$ cat src/verilog/cache_pkg.sv
package cache_pkg;

    // word address split into tag and set index
    localparam int addr_w  = 10;
    localparam int index_w = 2;
    localparam int tag_w   = addr_w - index_w;
    localparam int num_sets = 1 << index_w;

    // one-hot way vectors are num_ways wide
    localparam int num_ways = 4;
    localparam int way_w    = $clog2(num_ways);

    localparam int data_w = 16;

    // backing memory
    localparam int mem_words   = 1 << addr_w;
    localparam int mem_latency = 3;

    // write queue in front of memory
    localparam int sb_depth = 2;

    // controller states
    localparam logic st_idle   = 1'b0;
    localparam logic st_refill = 1'b1;

endpackage
$ cat src/verilog/line_state.sv
`timescale 1ns/100ps

module line_state (
    input  logic                           clk,
    input  logic                           reset,
    input  logic [cache_pkg::index_w-1:0]  index,
    input  logic                           fill,
    output logic [cache_pkg::num_ways-1:0] valid,
    output logic [cache_pkg::num_ways-1:0] victim
);
    import cache_pkg::*;

    logic [num_ways-1:0] valid_bits [num_sets];
    logic [way_w-1:0]    rr_ptr     [num_sets];

    always_ff @(posedge clk) begin
        if (reset) begin
            for (int s = 0; s < num_sets; s++) begin
                valid_bits[s] <= '0;
                rr_ptr[s]     <= '0;
            end
        end else if (fill) begin
            // filled way becomes valid, pointer moves on
            valid_bits[index] <= valid_bits[index] | victim;
            rr_ptr[index]     <= rr_ptr[index] + 1'b1;
        end
    end

    assign valid = valid_bits[index];

    // pointer to one-hot
    always_comb begin
        victim = '0;
        victim[rr_ptr[index]] = 1'b1;
    end

endmodule

$ cat config.mk
export PLATFORM = sky130hd
export DESIGN_NAME = line_state
export DESIGN_NICKNAME = d
export VERILOG_FILES = /design/src/verilog/cache_pkg.sv /design/src/verilog/line_state.sv
export SDC_FILE = /design/constraint.sdc
export NUM_CORES = 1
export LEC_CHECK = 0
export BUFFER_PORTS_ARGS = -buffer_cell sky130_fd_sc_hd__buf_2
export CAP_MARGIN = 20
export CORE_MARGIN = 5
export CORE_UTILIZATION = 60
export DETAILED_ROUTE_END_ITERATION = 7
export GPL_TIMING_DRIVEN = 0
export PLACE_DENSITY = 0.81
export SYNTH_ARGS = -nofsm -noshare
export SYNTH_HDL_FRONTEND = slang
export SYNTH_SLANG_ARGS = --single-unit
$ cat constraint.sdc
create_clock -name clk -period 3.2 [get_ports clk]
set_input_delay 0.16 -clock clk [delete_from_list [all_inputs] [get_ports clk]]
set_output_delay 0.16 -clock clk [all_outputs]
set_load 0.01 [all_outputs]
* Word-level counts from Yosys, hierarchy flattened
Memory sizes are Yosys's and may differ from the RTL's.
Index checks and enable logic that the tools add are counted.
** Storage, ports and cells
- Register bits after elaboration :: 0
- Memory bits (writable) :: 24
- Input port bits :: 5
- Output and inout bits :: 8
- Memories :: 2
** Memories
- valid_bits :: words 4, width 4, read ports 1, clocked after Yosys merged registers in 0, write ports 4, line line_state.sv:13 : logic [num_ways-1:0] valid_bits [num_sets];
- rr_ptr :: words 4, width 2, read ports 1, clocked after Yosys merged registers in 0, write ports 4, line line_state.sv:14 : logic [way_w-1:0] rr_ptr [num_sets];
** Cells by class
- Add/subtract/negate cells :: 1
- Order comparisons :: 2
- Mux-type cells :: 13
- Bitwise logic cells :: 1
- Reductions and logical operators :: 3
** Operators by type and width (number)
- two-way mux 1 bit :: 8
- two-way mux 2 bit :: 3
- two-way mux 4 bit :: 1
- bitwise OR 4 bit :: 1
- OR reduction 4 bit :: 1
- < comparator 2 x 3 -> 1 bit (second input constant) :: 1
- adder 2 x 1 -> 2 bit (second input constant) :: 1
- demux 1 bit (select 2 bit) :: 1
- greater-or-equal comparator 2 x 1 -> 1 bit (second input constant) :: 1
- OR reduction 2 bit :: 1
- logical AND 1 bit :: 1

* Longest topological paths before layout
Gate-level depths: netlist of run 1.
An unclocked memory read counts as a cell.
- Word-level depth :: 7
- Gate-level depth with buffers :: 5

* Least setup slack after synthesis of run 1
OpenSTA, ideal clock, no wires.
- Kind :: reg2reg
- Start point :: memory rr_ptr[1][0] in the netlist's numbering
- End point :: memory valid_bits[3][3] (data pin)
- Arrival time :: 1.415 ns
- Data required time :: 2.946 ns
- Path slack :: 1.531 ns
- Cell stages (with the launch flop) :: 4
- Period minus slack after synthesis :: 1.669 ns
- Cells stage by stage :: edfxtp_1 -> mux4_1 -> ha_1 -> o21a_1
** RTL lines (line)
- start, declared :: line_state.sv:14
- end, declared :: line_state.sv:13

* Worst setup path after layout of run 1
- Start point :: memory rr_ptr[0][0] in the netlist's numbering
- End point :: output port victim[0] in the netlist's numbering
** Between the ends
- Cells in the longest elaborated chain, start to end :: 5
** RTL lines
- memory read (4 x 2 bit) (*)
- < comparator 2 x 3 -> 1 bit (implied by the code) / greater-or-equal comparator 2 x 1 -> 1 bit (equally long branches) :: line line_state.sv:34 : victim[rr_ptr[index]] = 1'b1;
- logical AND 1 bit (implied by the code) :: line line_state.sv:34
- two-way mux 1 bit (implied by the code) :: line line_state.sv:34
- demux 1 bit (select 2 bit) (*) :: line line_state.sv:34
- end, declared :: line line_state.sv:9 : output logic [cache_pkg::num_ways-1:0] victim
Every way passes the cells marked *; elsewhere a longest branch is shown, timed or not.

==> results by group, run 1 <==
Clock tree
  • Maximum buffer depth of the clock tree: 2
  • H-tree lvl count: 1
  • Worst-skew pair later-pin latency: approximately 0.31 ns
  • Clock slew at reported path FFs: between 0.1 and 0.15 ns
  • CTS Buf Count: 3
  • PostCTS Resize Cnt: 0
  • CTS Hold Buffers Added: 0
  • CTS root buf: sky130_fd_sc_hd__clkbuf_4
  • TritonCTS clock tree: done
  • TritonCTS Sinks: 24
  • Post-CTS Repair Setup Buffers: 0

Layout
  • Fill count: 143
  • Total non-filler cell area in the finished layout: around 1300 µm²
  • Area of combinational cells with multiple inputs: approximately 450 µm²
  • Area taken by flip-flops and latches: 721 µm²
  • Area added between synthesis and finish: 9.69%
  • Final cell utilization of the core: about 68%
  • Fraction of layout instances using a drive strength above 1: a little over a quarter
  • Antenna diodes: 0
  • Number of nets in the final layout: a little under 100

Setup path
  • Setup crit start kind: flip-flop
  • Crit Path Category: flip-flop to output port
  • Reg2reg setup slack: 1.41 ns
  • Worst R2R Path Depth: 4
  • Critical path data arrival time: between 1.5 and 2 ns
  • Worst endpoint required time: ~3.0 ns
  • RR Startpoint: rr_ptr[0][0]$_SDFFCE_PN0P_
  • End of the worst register-to-register path: rr_ptr[1][1]$_SDFFCE_PN0P_
  • Endpoint class of the critical path: output port
  • CP Max Fanout: 5

Floorplanning
  • Die boundary width: 54.7 µm
  • Core ar.: 1940 µm²
  • Count of pins on the block boundary: 13
  • Total die area: between 2000 and 3000 µm²
  • Effective utilization at floorplan: between 60 and 70%
  • Chip Height: between 50 and 60 µm
  • Count of standard-cell rows: 16

Synthesis
  • Cell count after synthesis: 73
  • Dominant cells by area after synthesis: sky130_fd_sc_hd__edfxtp_1 (60%), sky130_fd_sc_hd__o21a_1 (10%), sky130_fd_sc_hd__mux4_1 (6.6%)
  • Library cell occupying the most area in the post-synthesis netlist: sky130_fd_sc_hd__edfxtp_1
  • Number of synthesis warnings: 0
  • Count of different cell masters after synthesis: 17
  • Net count of the mapped netlist: just over 80
  • Share of the yosys chip area belonging to registers: 60.0%
  • Per-instance average area after synthesis: between 15 and 20 µm²
  • Synth top area share: 60.0%
  • Mapped cell area: between 1000 and 1500 µm²
  • Register bit count reported by yosys: 24

Flow run
  • Max-Cap Viols: 0

Power
  • Lkg Pwr: 0.000524 µW
  • Overall power consumption: between 500 and 600 µW
  • Ratio of total power to cell area: between 400 and 500 nW/µm²
  • Worst-case vdd ir drop: about 260 µV

Placement
  • Placed standard-cell area: ~1300 µm²
  • GPL Wtd Cong: 0.711
  • Number of buffer cells added on primary ports: 12
  • Pre-CTS setup slack: between 1 and 1.5 ns
  • HPWL Detailed: roughly 1600 µm

STA
  • Final setup violating endpoints: 0
  • Worst clock skew: 0.00627 ns
  • Shortest period the worst path allows: about 2.1 ns
  • Ratio of final minimum period to clock period: roughly 64%
  • Number of hold violations in the final report: 0
  • Rel. slew slack: a little over half
  • Max Clk Rate: around 490 MHz
  • Worst Slack Setup Final: 1.15 ns
  • Final max-slew violation count: 0
  • Setup TNS after final layout: 0 ns
  • Unrepaired setup endpoints after global routing: no
  • Worst Tran Pin Value: between 0.6 and 0.7 ns

Global route
  • Vias in the first global route: 728
  • Final global-route overflow total: 0
  • Global-route wire length before repair: between 3000 and 4000 µm
  • Antenna violations before repair: 0
  • Maximum number of pins on one net before global-route repair: 13
  • Global routing usage summed across all routing layers: between 10% and 20%

Drt
  • Drt wl/cell: 20.0 µm
  • Final Routed Wirelength: ~2300 µm
  • Routed Antenna Nets: 0
  • Number of DRC violations after detailed-routing iteration 0: 34
  • Vias after detailed routing: between 700 and 800
  • Number of remaining DRC errors: 0
  • Via count normalized by instance count: 6.18
  • 1st-pass router iterations: 4

Min path
  • Origin of the worst min-delay path: index[1]
  • Worst Hold Endpoint: valid_bits[0][1]$_SDFFCE_PN0P_
  • Hold path depth: 3
  • Hold/Removal Path Class: input pin to flip-flop

Outcome
  • Result of the run: finished, final reports clean
==> sequential cells by signal (all words and copies together) (netlist names) <==
register and count:
rr_ptr 8, valid_bits 16
==> layout make-up <==
class / count / area share [%]
sequential: 24 / 54.7
multi-input combinational: 44 / 34.4
timing repair buffer: 12 / 4.56
tap: 27 / 2.56
clock buffer: 3 / 1.71
buffer: 2 / 1.23
inverter: 3 / 0.855
==> critical path, stage by stage, from the launching register on <==
cell and delay [ns]:
sky130_fd_sc_hd__edfxtp_1 0.43, sky130_fd_sc_hd__mux4_1 0.60, sky130_fd_sc_hd__inv_1 0.12, sky130_fd_sc_hd__ha_1 0.27
sky130_fd_sc_hd__buf_2 0.17
==> worst max-delay path by stage <==
stage / startpoint / endpoint / depth (start not counted)
3_5_place_dp: index[0] / rr_ptr[0][1]$_SDFFCE_PN0P_ / 6
2_1_floorplan: rr_ptr[1][0]$_SDFFCE_PN0P_ / valid_bits[3][3]$_DFFE_PP_ / 3
6_report: rr_ptr[0][0]$_SDFFCE_PN0P_ / victim[0] / 4
4_1_cts: rr_ptr[2][0]$_SDFFCE_PN0P_ / victim[0] / 4
3_3_place_gp: index[0] / rr_ptr[3][1]$_DFFE_PP_ / 6
5_1_grt: rr_ptr[1][0]$_SDFFCE_PN0P_ / victim[0] / 4
==> layer usage <==
metal / up-vias / share of wire [%] / GRT usage [%]
li1: 325 / - / -
met1: 365 / 43 / 24.9
met2: 19 / 52 / 29.1
met3: 2 / 4.6 / 3.27
met4: 0 / 0.43 / 7.47
met5: - / 0 / 0
==> per-stage QoR <==
stage                     instances  hold WS [ns]
after CTS                       115         0.316
after global routing            115         0.328
after detailed placement        112         0.549
after global placement          112         0.534
final                           115         0.325
after floorplan                  73         0.449
==> logic make-up (layout without fill, tap and decap cells) <==
| group | count (synthesis) | count (layout) | synth area share, % |
|---|---|---|---|
| fa+ha+maj | 4 | 4 | 4.17 |
| mux | 6 | 6 | 12.2 |
| simple gates | 14 | 14 | 8.64 |
| buf+inv | 5 | 20 | 2.29 |
| flops | 24 | 24 | 60.0 |
| compound gates | 20 | 20 | 12.7 |
==> cells in the mapped netlist (all sizes together) <==
master / number
mux4: 6
and4bb: 2
o21a: 16
inv: 3
ha: 4
a31o: 2
edfxtp: 24
o21bai: 1
and2: 4
nand2: 1
nor2b: 5
a21o: 1
buf: 2
nor4b: 1
nor2: 1
==> placed cells by master (no fill, tap or decap) <==
cell type,n
sky130_fd_sc_hd__a21o_1,1
sky130_fd_sc_hd__a31o_2,2
sky130_fd_sc_hd__and2_1,4
sky130_fd_sc_hd__and4bb_1,2
sky130_fd_sc_hd__buf_2,13
sky130_fd_sc_hd__buf_6,1
sky130_fd_sc_hd__clkbuf_4,3
sky130_fd_sc_hd__edfxtp_1,24
sky130_fd_sc_hd__ha_1,4
sky130_fd_sc_hd__inv_1,3
sky130_fd_sc_hd__mux4_1,3
sky130_fd_sc_hd__mux4_2,3
sky130_fd_sc_hd__nand2_1,1
sky130_fd_sc_hd__nor2_1,1
sky130_fd_sc_hd__nor2b_1,5
sky130_fd_sc_hd__nor4b_2,1
sky130_fd_sc_hd__o21a_1,16
sky130_fd_sc_hd__o21bai_1,1
==> where the power goes <==
group	total (µW)	internal (µW)	switching, µW
logic	89.1	37.9	51.2
registers	376	368	8.25
clock network	128	44.0	83.9
(Power assumes the default switching activity.)
==> run 2, diff against run 1 <==
CORE_UTILIZATION = 51   (was 60)
PLACE_DENSITY = 0.74   (was 0.81)
clock period = 1.75 ns   (was 3.2 ns; I/O delays follow)
==> run 2 against run 1 <==
Compared with the run above: flip-flop and latch count unchanged; clock power rose by 87%; worst hold slack lost 0.075 ns; final cell count rose by 4.3%; critical endpoint is now victim[2]; via count decreased by 1.5%; the run now ends with negative setup slack left; setup slack worse by 1.2 ns; non-clock buffer count is 3 higher; core utilization fell by 4.6 points; critical path depth unchanged; global-route usage decreased by 2.5 points; combinational power increased by 140%; highest routed layer unchanged; cell area grew 7.2%.
==> results by group, run 2 (synthesis results as in run 1) <==
Outcome
  • Result of the run: complete, but fails checks
  • Failing checks: negative setup slack

Setup path
  • Crit Path Category: flip-flop to output port
  • Endpoint class of the critical path: output port
  • Cells along the critical path: mux4_2, buf_6, ha_4, buf_6
  • Critical path depth in cells: 4
  • Critical path data arrival time: around 1.7 ns
  • End of the worst register-to-register path: valid_bits[3][2]$_DFFE_PP_
  • Worst R2R Path Depth: 5
  • Most frequent cell on the critical path: sky130_fd_sc_hd__buf_6
  • Cell family with the largest share of critical-path delay: multiplexers
  • CP Max Fanout: 5
  • CP Buf/Inv Count: 2
  • Worst endpoint required time: around 1.7 ns
  • Setup crit start kind: flip-flop
  • RR Startpoint: rr_ptr[2][1]$_SDFFCE_PN0P_
  • Reg2reg setup slack: -0.02 ns
  • Slowest stage cell on the critical path: sky130_fd_sc_hd__mux4_2
  • Maximum cell stage delay along the critical path: about 0.55 ns

Power
  • Power dissipated by switching net loads: around 280 µW
  • Worst-case vdd ir drop: ~650 µV
  • Proportion of power drawn by combinational gates: between 10% and 20%
  • P_int: 860 µW
  • Ratio of total power to cell area: 807 nW/µm²
  • Clock share of power: around a fifth
  • Seq pwr share: roughly three fifths
  • Switching portion of total power: 24.6%
  • Lkg Pwr: between 0.0005 and 0.0006 µW

Placement
  • Number of instances in the placed design: 113
  • Pre-CTS setup slack: 0.0165 ns
  • Number of buffer cells added on primary ports: 12
  • HPWL Detailed: approximately 1600 µm
  • GPL Wtd Cong: roughly 0.77

Layout
  • Antenna diodes: 0
  • Number of flip-flops under the largest register name: 16
  • Post-layout instance count excluding filler cells: 120
  • Number of nets in the final layout: 102
  • Leading registers by flop count: valid_bits (16), rr_ptr (8)
  • Largest reg by FF count: valid_bits
  • Fraction of layout instances using a drive strength above 1: 35.9%
  • Final cell utilization of the core: between 60% and 70%
  • Most used cells in the layout excluding fill and tap cells: sky130_fd_sc_hd__edfxtp_1 (24), sky130_fd_sc_hd__o21a_1 (16), sky130_fd_sc_hd__buf_2 (10)
  • Area added between synthesis and finish: 17.6%
  • Most frequent standard cell in the layout excluding fill and tap cells: sky130_fd_sc_hd__edfxtp_1

Floorplanning
  • Chip Height: roughly 59 µm
  • Count of pins on the block boundary: 13
  • Core ar.: between 2000 and 2500 µm²
  • Effective utilization at floorplan: between 50 and 60%
  • Count of standard-cell rows: 17
  • Die boundary width: around 59 µm
  • Total die area: 3430 µm²

Min path
  • Hold path depth: 3
  • Hold/Removal Path Class: input pin to flip-flop
  • Origin of the worst min-delay path: index[1]
  • Worst Hold Endpoint: valid_bits[0][0]$_SDFFCE_PN0P_

Global route
  • Antenna violations before repair: 0
  • Met3 Use GR: 2.85%
  • Final global-route overflow total: 0
  • Grt peak-use layer: met2
  • Grt met2 use: a little over a quarter
  • Maximum number of pins on one net before global-route repair: 14
  • Global-route wire length before repair: around 3900 µm
  • Grt met1 use: 20.7%
  • Vias in the first global route: around 760
  • Global routing usage summed across all routing layers: between 10% and 20%

Clock tree
  • H-tree lvl count: 1
  • CTS root buf: sky130_fd_sc_hd__clkbuf_4
  • Worst-skew pair later-pin latency: slightly above 0.3 ns
  • CTS Hold Buffers Added: 0
  • TritonCTS Sinks: 24
  • CTS Buf Count: 3
  • Clock slew at reported path FFs: between 0.1 and 0.15 ns
  • Maximum buffer depth of the clock tree: 2
  • TritonCTS clock tree: done

STA
  • Shortest period the worst path allows: roughly 1.8 ns
  • Worst Tran Pin Value: 0.713 ns
  • Unrepaired setup endpoints after global routing: yes
  • Final setup violating endpoints: 3
  • Worst Slack Setup Final: -0.0370 ns
  • Number of hold violations in the final report: 0
  • Max Clk Rate: approximately 560 MHz
  • Worst clock skew: ~0.011 ns
  • Setup TNS after final layout: -0.0858 ns
  • Rel. slew slack: 52.4%
  • Ratio of final minimum period to clock period: 102%
  • Final max-slew violation count: 0

Drt
  • Drt wl/cell: 19.7 µm
  • Number of remaining DRC errors: 0
  • Number of DRC violations after detailed-routing iteration 0: 10
  • Routed Antenna Nets: 0
  • Final Routed Wirelength: 2370 µm
  • Via count normalized by instance count: ~5.8
  • Vias after detailed routing: 700
  • 1st-pass router iterations: 4

Flow run
  • Max-Cap Viols: 0
## run 2: routing by layer
layer / wire [µm] / up-vias
met3: 79 / 2
met1: 1070 / 355
met5: 0 / -
met2: 1210 / 15
met4: 10 / 0
li1: - / 328
## run 2: repair_timing
item	CTS	global route
endpoints found under the setup margin	4	4
endpoints found under the hold margin	0	0
setup buffers	2	1
resized for setup	14	3
pin swaps	1	3
## run 2: how the worst max path moves through the flow
stage | from | endpoint | slack (ns)
2_1_floorplan | rr_ptr[1][0]$_SDFFCE_PN0P_ | valid_bits[3][3]$_DFFE_PP_ | 0.08
3_5_place_dp | rr_ptr[1][0]$_SDFFCE_PN0P_ | rr_ptr[2][1]$_SDFFCE_PN0P_ | 0.02
6_report | rr_ptr[2][1]$_SDFFCE_PN0P_ | victim[2] | -0.04
4_1_cts | rr_ptr[2][0]$_SDFFCE_PN0P_ | victim[3] | -0.04
5_1_grt | rr_ptr[2][0]$_SDFFCE_PN0P_ | victim[3] | -0.12
3_3_place_gp | index[0] | rr_ptr[0][1]$_SDFFCE_PN0P_ | 0.03
## run 2: power by group through the flow
| stage | sequential (µW) | combinational, µW | clock, µW |
|---|---|---|---|
| after CTS | 686 | 204 | 248 |
| after global routing | 690 | 234 | 278 |
| after global placement | 697 | 161 | 0 |
| after detailed placement | 699 | 162 | 0 |
| final | 685 | 216 | 239 |
| after floorplan | 693 | 108 | 0 |
## run 2: layout make-up
cell class	count	area (µm²)
clock inverters	1	3.75
clock buffers	3	22.5
flip-flops and latches	24	721
multi-input cells	44	489
plain buffers	2	16.3
fillers	188	821
well taps	28	35.0
repair buffers	15	109
inverters	3	16.3
## run 2: worst register-to-register path: cells and delay by family (launching register included)
kind / cells / cell delay, ns
compound gates: 1 / 0.16
fa+ha+maj: 1 / 0.17
buf+inv: 2 / 0.27
flops: 1 / 0.39
mux: 1 / 0.55
## run 2: through the flow
stage | cell area, µm² | power (µW) | hold WS [ns]
after detailed placement | 1300 | 861 | 0.541
after CTS | 1390 | 1140 | 0.242
after floorplan | 1200 | 801 | 0.377
after global routing | 1410 | 1200 | 0.244
after global placement | 1300 | 858 | 0.535
final | 1410 | 1140 | 0.250
