## config.mk

```make
export PLATFORM = sky130hd
export DESIGN_NAME = mem_arbiter
export DESIGN_NICKNAME = d
export VERILOG_FILES = /design/src/verilog/cache_pkg.sv /design/src/verilog/mem_arbiter.sv
export SDC_FILE = /design/constraint.sdc
export NUM_CORES = 1
export LEC_CHECK = 0
export BUFFER_PORTS_ARGS = -buffer_cell sky130_fd_sc_hd__buf_2
export CAP_MARGIN = 10
export CORE_MARGIN = 2
export CORE_UTILIZATION = 24
export CTS_CLUSTER_DIAMETER = 120
export DETAILED_ROUTE_END_ITERATION = 16
export PLACE_DENSITY = 0.79
export SYNTH_ARGS = -nofsm -noshare
export SYNTH_HDL_FRONTEND = slang
export SYNTH_SLANG_ARGS = --single-unit
```

## constraint.sdc

```tcl
create_clock -name clk -period 1.4 [get_ports clk]
set_input_delay 0.07 -clock clk [delete_from_list [all_inputs] [get_ports clk]]
set_output_delay 0.07 -clock clk [all_outputs]
set_load 0.02 [all_outputs]
```

## src/verilog/cache_pkg.sv

```systemverilog
package cache_pkg;

    // word address split into tag and set index
    localparam int addr_w  = 10;
    localparam int index_w = 2;
    localparam int tag_w   = addr_w - index_w;
    localparam int num_sets = 1 << index_w;

    // one-hot way vectors are num_ways wide
    localparam int num_ways = 4;
    localparam int way_w    = $clog2(num_ways);

    localparam int data_w = 16;

    // backing memory
    localparam int mem_words   = 1 << addr_w;
    localparam int mem_latency = 3;

    // write queue in front of memory
    localparam int sb_depth = 2;

    // controller states
    localparam logic st_idle   = 1'b0;
    localparam logic st_refill = 1'b1;

endpackage
```

## src/verilog/mem_arbiter.sv

```systemverilog
`timescale 1ns/100ps

module mem_arbiter (
    input  logic                         clk,
    input  logic                         reset,
    input  logic                         sb_req,
    input  logic                         rf_req,
    output logic                         sb_gnt,
    output logic                         rf_gnt,
    output logic                         mem_start,
    output logic                         mem_we,
    output logic [cache_pkg::addr_w-1:0] mem_addr,
    output logic [cache_pkg::data_w-1:0] mem_wdata,
    input  logic [cache_pkg::addr_w-1:0] sb_addr,
    input  logic [cache_pkg::data_w-1:0] sb_data,
    input  logic [cache_pkg::addr_w-1:0] rf_addr,
    input  logic                         mem_done
);
    import cache_pkg::*;

    logic port_busy;

    assign port_busy = sb_gnt || rf_gnt;

    always_ff @(posedge clk) begin
        if (reset) begin
            sb_gnt    <= 1'b0;
            rf_gnt    <= 1'b0;
            mem_start <= 1'b0;
        end else begin
            mem_start <= 1'b0;
            if (port_busy) begin
                // grant held until the access finishes
                if (mem_done) begin
                    sb_gnt <= 1'b0;
                    rf_gnt <= 1'b0;
                end
            end else if (sb_req) begin
                // queued writes go first so refills see current data
                sb_gnt    <= 1'b1;
                mem_start <= 1'b1;
            end else if (rf_req) begin
                rf_gnt    <= 1'b1;
                mem_start <= 1'b1;
            end
        end
    end

    assign mem_we    = sb_gnt;
    assign mem_addr  = sb_gnt ? sb_addr : rf_addr;
    assign mem_wdata = sb_data;

endmodule

```

* After elaboration in Yosys (flattened, before gate mapping)
Index checks and enable logic that the tools add are counted.
** Storage, ports and cells
- Flip-flop bits (word level) :: 3
- Output and inout port bits :: 30
- Logic and storage cells :: 20
- Input bits :: 41
** Cells by class
- Muxes and demuxes :: 9
- Reductions and logical operators :: 6
- Equal/unequal tests :: 2
** Operators with widths (count)
- 2-to-1 mux 10 bit :: 1
- 2-to-1 mux 1 bit :: 8
- nonzero test 2 bit :: 2
- AND reduction 3 bit :: 1
- inequality test 2 x 1 -> 1 bit (second input constant) :: 1
- inequality test 2 bit (second input constant) :: 1
- AND reduction 2 bit :: 1
- OR reduction 2 bit :: 1
- logical OR 1 bit :: 1

* Longest topological paths before layout
Gate-level depths: netlist of the first run.
- Word-level depth :: 3
- Gate-level depth with buffers :: 2

* Least setup slack after synthesis of the first run
OpenSTA, ideal clock, no wires.
- Path type :: reg2out
- Start :: register sb_gnt (netlist: mem_we)
- End :: output mem_addr[0] in the netlist's numbering
- Path slack :: 0.163 ns
- Cell stages (with the launch flop) :: 3
- Arrival :: 1.167 ns
- Cells stage by stage :: dfxtp_1 -> buf_2 -> mux2_2
** On the way
- Longest elaborated chain between the ends :: 1
** RTL lines
- start, declared :: RTL line mem_arbiter.sv:8 : output logic sb_gnt,
- start signal, assigned :: RTL line mem_arbiter.sv:27 : sb_gnt <= 1'b0;
- start signal, assigned :: RTL line mem_arbiter.sv:35 : sb_gnt <= 1'b0;
- start signal, assigned :: RTL line mem_arbiter.sv:40 : sb_gnt <= 1'b1;
- 2-to-1 mux 10 bit :: RTL line mem_arbiter.sv:50 : assign mem_addr = sb_gnt ? sb_addr : rf_addr;
- end, declared :: RTL line mem_arbiter.sv:12 : output logic [cache_pkg::addr_w-1:0] mem_addr,
No other way between the ends.

* Final worst setup path of the first run
Ends and elaborated chain as after synthesis.

==> results of run 1 <==
==> state kept, by name, indices dropped and copies added (netlist names) <==
name / flops
mem_start: 1
mem_we: 1
rf_gnt: 1
==> final timing paths <==
kind | from | to | slack, ns
hold / removal | reset | mem_we$_SDFFE_PP0P_ | 0.03
setup reg to reg | mem_we$_SDFFE_PP0P_ | rf_gnt$_SDFFE_PP0P_ | 0.27
setup / recovery | mem_we$_SDFFE_PP0P_ | mem_addr[0] | 0.15
hold reg to reg | rf_gnt$_SDFFE_PP0P_ | mem_start$_SDFF_PP0_ | 0.51
==> metal layers <==
layer / GRT usage (%) / wire [um] / up-vias / share of wire, %
met4: 4.38 / 10 / 0 / 1.2
met3: 4.31 / 115 / 2 / 14
met2: 15.7 / 429 / 28 / 53
met1: 9.69 / 261 / 143 / 32
met5: 0 / 0 / - / 0
li1: - / - / 164 / -
==> timing repair <==
action | CTS | global route
endpoints found under the setup margin | 10 | 1
resized for setup | 1 | 1
gates cloned | 0 | 0
==> worst reg2reg max path, cell delays in order, from the launching register on <==
cell and delay [ns]:
dfxtp_4 0.39, or4b_1 0.51, a21oi_1 0.15
==> power by group through the flow <==
stage / Sequential (mW) / Combinational, mW / Clock (mW)
6_report: 0.106 / 0.153 / 0.147
4_1_cts: 0.107 / 0.155 / 0.153
3_5_place_dp: 0.108 / 0.154 / 0
5_1_grt: 0.108 / 0.165 / 0.166
3_3_place_gp: 0.107 / 0.152 / 0
2_1_floorplan: 0.108 / 0.159 / 0
==> Yosys cell counts <==
| library cell | instances | area, um^2 |
|---|---|---|
| buf_4 | 17 | 128 |
| mux2_2 | 10 | 113 |
| dfxtp_1 | 3 | 60.1 |
| a21oi_1 | 2 | 10.0 |
| nand2b_1 | 2 | 12.5 |
| buf_2 | 1 | 5.00 |
| nor2_1 | 1 | 3.75 |
| nor4_1 | 1 | 6.26 |
| or3b_2 | 1 | 8.76 |
| or4b_1 | 1 | 10.0 |
==> logic make-up after synthesis <==
kind of cell    Yosys count
simple gates              6
buf+inv                  18
mux                      10
flops                     3
compound gates            2
==> cell usage in the layout, fill, tap and decap left out <==
cell      count
buf_2        38
mux2_2       10
clkbuf_4      3
nand2b_1      2
a21oi_1       2
dfxtp_1       2
or3b_2        1
or4b_1        1
nor2_1        1
nor4_1        1
clkbuf_1      1
dfxtp_4       1
==> area by class of cell <==
class | instances | area (um^2)
multi-input combinational | 18 | 164
timing repair buffer | 38 | 190
fill | 146 | 887
clock buffer | 4 | 26.3
tap | 15 | 18.8
sequential | 3 | 63.8
==> per-stage QoR <==
stage / hold WS [ns] / instances / utilization (%) / power, mW
finish: 0.0338 / 78 / 34.3 / 0.406
global route: 0.0415 / 78 / 34.3 / 0.439
CTS: 0.0235 / 78 / 34.1 / 0.415
detailed placement: 0.140 / 74 / 32.1 / 0.261
global placement: 0.140 / 74 / 32.1 / 0.259
floorplan: 0.139 / 39 / - / 0.266
==> results.md, run 1 <==
- Total GRT Usage: 9.31%
- Largest net degree at the start of global routing: 17
- Layout Area Growth over Synthesis: 29.8%
- Final instance area: 463 um^2
- Crit start category: flop
- CTS buffer count: 3
- Worst endpoint required time: 1.33 ns
- Post-synthesis sequential area ratio: 16.8%
- Switching pwr: 0.128 mW
- Syn Inst Count: 39
- Ant diodes: 0
- Crit end category: output port
- DR pass1 iterations: 2
- CTS Hold Bufs: 0
- Setup TNS: 0 ns
- Lkg Pwr: 0.246 nW
- Mapped cell area: 357 um^2
- CTS Sinks: 3
- Clock Root Buffer: clkbuf_4
- Die Ht: 42.5 um
- CP Max Fanout: 16
- HPWL after detailed placement: 672 um
- Avg Cell Area, Syn: 9.14 um^2
- Clock transition at path regs: 0.03 ns
- Final min period: 1.25 ns
- R2R depth: 2
- Crit path cell chain: mux2_2 -> buf_2
- Cell-internal power: 0.278 mW
- Synth Area in Simple Gates: 11.6%
- Clock latency on the worst-skew pair: 0.23 ns
- Hold Vio Cnt, Final: 0
- Rel. slew slack: 85.6%
- Max_cap viols: 0
- Global-route wire length before repair: 1330 um
- Worst path arrival time: 1.18 ns
- DRC Markers: 0
- Initial antenna violation count: 0
- Routed vias/inst: 4.32
- Switch share: 31.6%
- Part of the power in registers: 26.1%
- Avg WL per Cell: 10.5 um
- Congestion Overflow GR: 0
- H-tree levels: 1
- Critical path's largest stage delay: 0.44 ns
- Clock Tree Buf Depth: 2
- Syn_nets: 80
- Hold WC Path Type: input pin to flop
- IO buf count: 38
- Fin crit share: 89.1%
- Status: complete, no violations
- Worst Skew: 0.00133 ns
- Final Net Count: 105
- Die area: 1810 um^2
- WHS Path Cells: 2
- IO Pins: 71
- Levels on crit path: 2
- Core area: 1350 um^2
- Post-CTS Setup Inserts: 0
- CTS tree: built
- Initial core utilization: 26.4%
- Top delay family on crit path: flip-flops
- Mux contribution to synthesized area: 31.6%
- Final WL: 816 um
- Synth cell types: 10
- XOR/XNOR Fraction of Synth Area: 0%
- RSZ-0062 raised after global routing: no
- Number of synthesized register bits: 3
- Compound-Gate Fraction of Synth Area: 2.81%
- P per Cell Area: 878 nW/um^2
- Setup violations, final: 0
- Synth Area in Adders: 0%
- WS Path Type: flop to output port
- Worst slew pin tran: 0.214 ns
- Die W: 42.5 um
- Final worst slack: 0.152 ns
- VDD IR max: 0.000321 V
- Comb pwr share: 37.7%
- Placement Setup Slack: 0.0993 ns
- Vias: 337
- Number of buffers and inverters on the critical path: 1
- Fmax: 0.802 GHz
- Drt initial violations: 3
- FP Rows: 13
- Post-route ant nets: 0
- RD Place Congestion: 0.553
- Number of global-route vias before repair: 347
- Share of total power in the clock network: 36.2%
- Largest family of logic cells by synthesized area: buffers and inverters
- Worst path slowest cell: dfxtp_4
- Ys Warns: 0
- Placed cell areas: 433 um^2
- Fin. max-slew vios: 0
- Layout cells sized above 1: 84.1%
No activity file was read; power rests on OpenSTA's default activity.
==> inputs of run 2 (changes only) <==
--- a/config.mk
+++ b/config.mk
@@ -5,13 +5,14 @@
 export SDC_FILE = /design/constraint.sdc
 export NUM_CORES = 1
 export LEC_CHECK = 0
+export ABC_AREA = 1
 export BUFFER_PORTS_ARGS = -buffer_cell sky130_fd_sc_hd__buf_2
 export CAP_MARGIN = 10
 export CORE_MARGIN = 2
-export CORE_UTILIZATION = 24
+export CORE_UTILIZATION = 26
 export CTS_CLUSTER_DIAMETER = 120
 export DETAILED_ROUTE_END_ITERATION = 16
-export PLACE_DENSITY = 0.79
+export PLACE_DENSITY = 0.8
 export SYNTH_ARGS = -nofsm -noshare
 export SYNTH_HDL_FRONTEND = slang
 export SYNTH_SLANG_ARGS = --single-unit
==> run 2 against run 1 <==
Largest cell class unchanged; fmax is 8.0% higher; cell count up 36%; global-route usage increased by 1.0 points; largest power group unchanged; cell area increased by 7.0%; area after synthesis increased by 13%; clock skew grew 0.0046 ns; combinational power up 23%; worst hold slack improved by 0.042 ns; critical endpoint is now mem_addr[6].
==> results.md, run 2 <==
- Status: complete, no violations
- Drt initial violations: 4
- Final worst slack: 0.245 ns
- VDD IR max: 0.000367 V
- Clock transition at path regs: 0.04 ns
- Initial antenna violation count: 0
- Vias: 446
- Cell-internal power: 0.273 mW
- Reg2reg end: rf_gnt$_SDFFE_PP0P_
- Global-route wire length before repair: 1430 um
- Reg2reg setup slack: 0.50 ns
- Ant diodes: 0
- Clock latency on the worst-skew pair: 0.24 ns
- Placement Setup Slack: 0.483 ns
- Worst path slowest cell: dfxtp_1
- Synth top area share: 31.8%
- Post-route ant nets: 0
- RD Place Congestion: 0.679
- Commonest non-fill, non-tap cell in the layout: buf_2
- Die area: 1880 um^2
- Synth Flop Type: dfxtp_1
- Comb pwr share: 42.8%
- CP Max Fanout: 24
- Critical path's largest stage delay: 0.30 ns
- Syn Inst Count: 66
- RSZ-0062 raised after global routing: no
- Number of flops mapped to enable cells by yosys: 0
- P per Cell Area: 887 nW/um^2
- Post-synthesis sequential area ratio: 15.0%
- IO Pins: 71
- CTS Hold Bufs: 0
- Syn_nets: 107
- Clock Tree Buf Depth: 2
- # resized after CTS: 0
- Clock Root Buffer: clkbuf_4
- Worst path arrival time: 1.08 ns
- Top post-synthesis cells by area: buf_4 (32%), dfxtp_1 (15%), inv_1 (12%)
- Crit end category: output port
- Hold WC Path Type: input pin to flop
- Switching pwr: 0.166 mW
- Ys Warns: 0
- Crit path cell chain: buf_4 -> nand2_1 -> o21ai_0 -> buf_2
- Storage cell area: 60.1 um^2
- CTS Sinks: 3
- Worst reg2reg startpoint: mem_we$_SDFFE_PP0P_
- H-tree levels: 1
- WS Path Type: flop to output port
- Die W: 43.3 um
- Layout filler cell count: 170
- Die Ht: 43.3 um
- Layout cells sized above 1: 48.9%
- R2R depth: 4
- Most frequent cell after synthesis: buf_4
- Largest net degree at the start of global routing: 25
- Commonest cells after routing, fill and taps aside: buf_2 (38), inv_1 (13), nand2_1 (13), o21ai_0 (7), nor2_1 (4)
- Worst Skew: 0.00589 ns
- Lkg Pwr: 0.323 nW
- DR pass1 iterations: 3
- Final Net Count: 132
- Worst slew pin tran: 0.208 ns
- Total GRT Usage: 10.3%
- CTS tree: built
- Setup violations, final: 0
- Congestion Overflow GR: 0
- Part of the power in registers: 21.9%
- Fin. max-slew vios: 0
- Crit start category: flop
- Synth async-reset ratio: 0%
- Routed vias/inst: 4.21
- Number of global-route vias before repair: 405
- Core area: 1470 um^2
- Worst endpoint required time: 1.33 ns
- Mapped cell area: 402 um^2
- Switch share: 37.8%
- Max_cap viols: 0
- Hold path start: rf_req
- Layout Area Growth over Synthesis: 23.4%
- Fmax: 0.866 GHz
- IO buf count: 38
- Synth top cells by count: buf_4 (17), inv_1 (13), nand2_1 (13), o21ai_0 (7), nor2_1 (4)
- CTS buffer count: 3
- Avg Cell Area, Syn: 6.09 um^2
- Post-CTS Setup Inserts: 0
- Area of the multi-input gates: 143 um^2
- Fin crit share: 82.5%
- WHS Path Cells: 3
- Number of synthesized register bits: 3
- Avg WL per Cell: 8.64 um
- Initial core utilization: 27.3%
- Setup TNS: 0 ns
- Hold Vio Cnt, Final: 0
- FP Rows: 14
- Synth cell types: 11
- Share of total power in the clock network: 35.3%
- Synth area leader: buf_4
- Final core occ: 33.7%
- Rel. slew slack: 86.2%
- Hold Crit Endpoint: mem_start$_SDFF_PP0_
- Final WL: 916 um
- Final min period: 1.15 ns
- DRC Markers: 0
- HPWL after detailed placement: 730 um
[run 2: cell count changes in the layout (fill, tap and decap cells not counted), moves of 2 or more]
cell      before  now
nand2_1        0   13
nand2b_1       2    0
a21oi_1        2    0
o21ai_1        0    2
o21ai_0        0    7
nor2_1         1    4
nand3_1        0    3
inv_1          0   13
mux2_2        10    0
[run 2: power by group through the flow]
| stage | clock (mW) | sequential, mW | combinational [mW] |
|---|---|---|---|
| finish | 0.155 | 0.0962 | 0.188 |
| floorplan | 0 | 0.110 | 0.177 |
| global route | 0.175 | 0.0963 | 0.205 |
| detailed placement | 0 | 0.0972 | 0.190 |
| global placement | 0 | 0.0971 | 0.186 |
| CTS | 0.164 | 0.0959 | 0.191 |
[run 2: how the worst max path moves through the flow]
| stage | start | to | slack [ns] |
|---|---|---|---|
| 5_1_grt | mem_we$_SDFFE_PP0P_ | mem_addr[8] | 0.12 |
| 6_report | mem_we$_SDFFE_PP0P_ | mem_addr[6] | 0.25 |
| 2_1_floorplan | mem_we$_SDFFE_PP0P_ | mem_addr[0] | 0.26 |
| 3_3_place_gp | mem_we$_SDFFE_PP0P_ | mem_addr[4] | 0.51 |
| 3_5_place_dp | mem_we$_SDFFE_PP0P_ | mem_addr[6] | 0.48 |
| 4_1_cts | mem_we$_SDFFE_PP0P_ | mem_addr[6] | 0.22 |
[run 2: logic make-up after synthesis]
logic type      after synthesis  synth area share, %
simple gates                 21                 22.1
flops                         3                 15.0
compound gates               10                 13.4
buf+inv                      32                 49.5
[run 2: metal layers]
| metal | track usage (%) | wire (um) | vias to the layer above |
|---|---|---|---|
| li1 | - | - | 227 |
| met1 | 7.14 | 291 | 180 |
| met2 | 18.2 | 469 | 33 |
| met3 | 6.38 | 129 | 6 |
| met4 | 9.70 | 25 | 0 |
| met5 | 0 | 0 | - |
[run 2: per-stage QoR]
step	area, um^2	cells	power, mW	hold slack (ns)
finish	495	106	0.440	0.0754
global route	495	106	0.477	0.0806
CTS	495	106	0.451	0.0723
detailed placement	469	102	0.288	0.140
global placement	469	102	0.283	0.140
floorplan	402	66	0.286	0.199
[run 2: layout make-up]
class                   count  area share (%)
clock buffers               4            5.30
inverters                  13            9.85
multi-input cells          31            28.8
flip-flops and latches      3            12.1
well taps                  16            4.04
repair buffers             39            39.9
[run 2: worst max-delay path, delay by kind of cell (launching register included)]
kind                   cells  cell delay, ns
and+or+nand+nor            1            0.07
AOI/OAI and AO/OA          1            0.07
buffers and inverters      2            0.41
DFF                        1            0.30
==> inputs of run 3 (changes only) <==
==> constraint.sdc (replaced) <==
create_clock -name clk -period 1.1 [get_ports clk]
set_input_delay 0.055 -clock clk [delete_from_list [all_inputs] [get_ports clk]]
set_output_delay 0.055 -clock clk [all_outputs]
set_load 0.02 [all_outputs]
==> run 3 against run 2 <==
Die area unchanged; sequential share of layout area down 1.1 points; core utilization increased by 5.7 points; cell area increased by 17%; clock power rose by 28%; cell count up 2.8%; register-to-register slack lost 0.29 ns; critical path depth shrank 1; via count rose by 4.7%; global-route usage grew 0.87 points.
==> results.md, run 3 (synthesis results as in run 2) <==
- H-tree levels: 1
- Hold Vio Cnt, Final: 0
- DRC Markers: 0
- Top delay family on crit path: flip-flops
- Total GRT Usage: 11.2%
- Initial antenna violation count: 0
- CTS buffer count: 3
- Die Ht: 43.3 um
- Final instance area: 579 um^2
- Largest net degree at the start of global routing: 11
- Crit path cell chain: buf_6 -> o21ai_1 -> buf_4
- CP Max Fanout: 9
- Total power: 0.634 mW
- Comb pwr share: 48.8%
- FP Rows: 14
- R2R depth: 4
- Routed vias/inst: 4.28
- CTS Sinks: 3
- Part of the power in registers: 19.9%
- Hold WC Path Type: input pin to flop
- Worst Skew: 0.00711 ns
- Share of total power in the clock network: 31.3%
- IO buf count: 38
- Layout cells sized above 1: 55.9%
- Final Net Count: 135
- Final WL: 1050 um
- Fmax: 0.931 GHz
- Drt initial violations: 3
- RD Place Congestion: 0.686
- Critical path's largest stage delay: 0.35 ns
- Crit end category: output port
- Commonest non-fill, non-tap cell in the layout: buf_2
- Final min period: 1.07 ns
- Post-CTS Setup Inserts: 0
- Placement Setup Slack: 0.209 ns
- Worst path slowest cell: dfxtp_4
- Fin crit share: 97.6%
- P per Cell Area: 1090 nW/um^2
- CTS tree: built
- Number of global-route vias before repair: 415
- Layout filler cell count: 168
- Switch share: 36.6%
- Ant diodes: 0
- HPWL after detailed placement: 756 um
- WHS Path Cells: 4
- Global-route wire length before repair: 1520 um
- Initial core utilization: 27.3%
- Setup violations, final: 0
- Worst path arrival time: 1.02 ns
- Placed cell areas: 477 um^2
- Die W: 43.3 um
- Rel. slew slack: 87.8%
- Clock Root Buffer: clkbuf_4
- Switching pwr: 0.232 mW
- Fin. max-slew vios: 0
- Cell-internal power: 0.402 mW
- Crit start category: flop
- Core area: 1470 um^2
- Number of buffers and inverters on the critical path: 2
- Avg WL per Cell: 9.63 um
- Clock latency on the worst-skew pair: 0.24 ns
- Congestion Overflow GR: 0
- Clock transition at path regs: 0.04 ns
- Worst endpoint required time: 1.04 ns
- Commonest cells after routing, fill and taps aside: buf_2 (28), inv_1 (13), nand2_1 (12), buf_4 (9), o21ai_1 (6)
- VDD IR max: 0.000528 V
- Lkg Pwr: 0.358 nW
- Layout Area Growth over Synthesis: 44.2%
- Vias: 467
- Levels on crit path: 3
- Max_cap viols: 0
- RSZ-0062 raised after global routing: yes
- DR pass1 iterations: 2
- Clock Tree Buf Depth: 2
- WS Path Type: flop to output port
- IO Pins: 71
- Worst slew pin tran: 0.182 ns
- Final worst slack: 0.0259 ns
- Die area: 1880 um^2
- Status: complete, no violations
- Post-route ant nets: 0
run 3: final cells by class:
type                    count  area [um^2]  share of cell area (%)
well taps                  16         20.0                    3.46
multi-input cells          31          156                    27.0
flip-flops and latches      3         63.8                    11.0
inverters                  13         48.8                    8.42
clock buffers               4         26.3                    4.54
repair buffers             42          264                    45.6
run 3: per-layer routing:
metal | track usage, % | up-vias | part of all wire (%)
li1 | - | 235 | -
met1 | 8.95 | 193 | 33
met2 | 18.8 | 33 | 53
met3 | 7.23 | 6 | 12
met4 | 9.09 | 0 | 2.4
met5 | 0 | - | 0
run 3: path summary, 6_finish.rpt:
path	slack [ns]	endpoint	start
worst max-delay path	0.03	mem_addr[9]	mem_we$_SDFFE_PP0P_
worst min-delay path	0.06	mem_we$_SDFFE_PP0P_	mem_done
worst max register to register	0.21	mem_start$_SDFF_PP0_	mem_we$_SDFFE_PP0P_
worst min register to register	0.49	rf_gnt$_SDFFE_PP0P_	rf_gnt$_SDFFE_PP0P_
run 3: tightest hold or removal path, stage by stage:
cell     delay, ns
buf_2         0.07
inv_1         0.04
nand3_2       0.05
nand2_1       0.04
run 3: power by group through the flow:
stage                     combinational (mW)  sequential (mW)  clock, mW
after floorplan                        0.225            0.140          0
after global placement                 0.242            0.124          0
after detailed placement               0.246            0.125          0
after CTS                              0.260            0.126      0.204
after global routing                   0.332            0.128      0.214
final                                  0.309            0.126      0.199
run 3: what timing repair did:
action,CTS,global route
hold buffers,0,0
gates cloned,1,1
setup endpoints to repair,9,10
gates resized for setup,7,23
pin swaps,0,1
run 3: stage by stage:
step	instances	util, %	hold slack, ns	TNS [ns]
2_1_floorplan	66	-	0.184	-0.175
3_3_place_gp	103	32.4	0.110	0
3_5_place_dp	103	32.4	0.110	0
4_1_cts	108	35.3	0.0610	0
5_1_grt	109	39.4	0.0755	-0.0313
6_report	109	39.4	0.0619	0
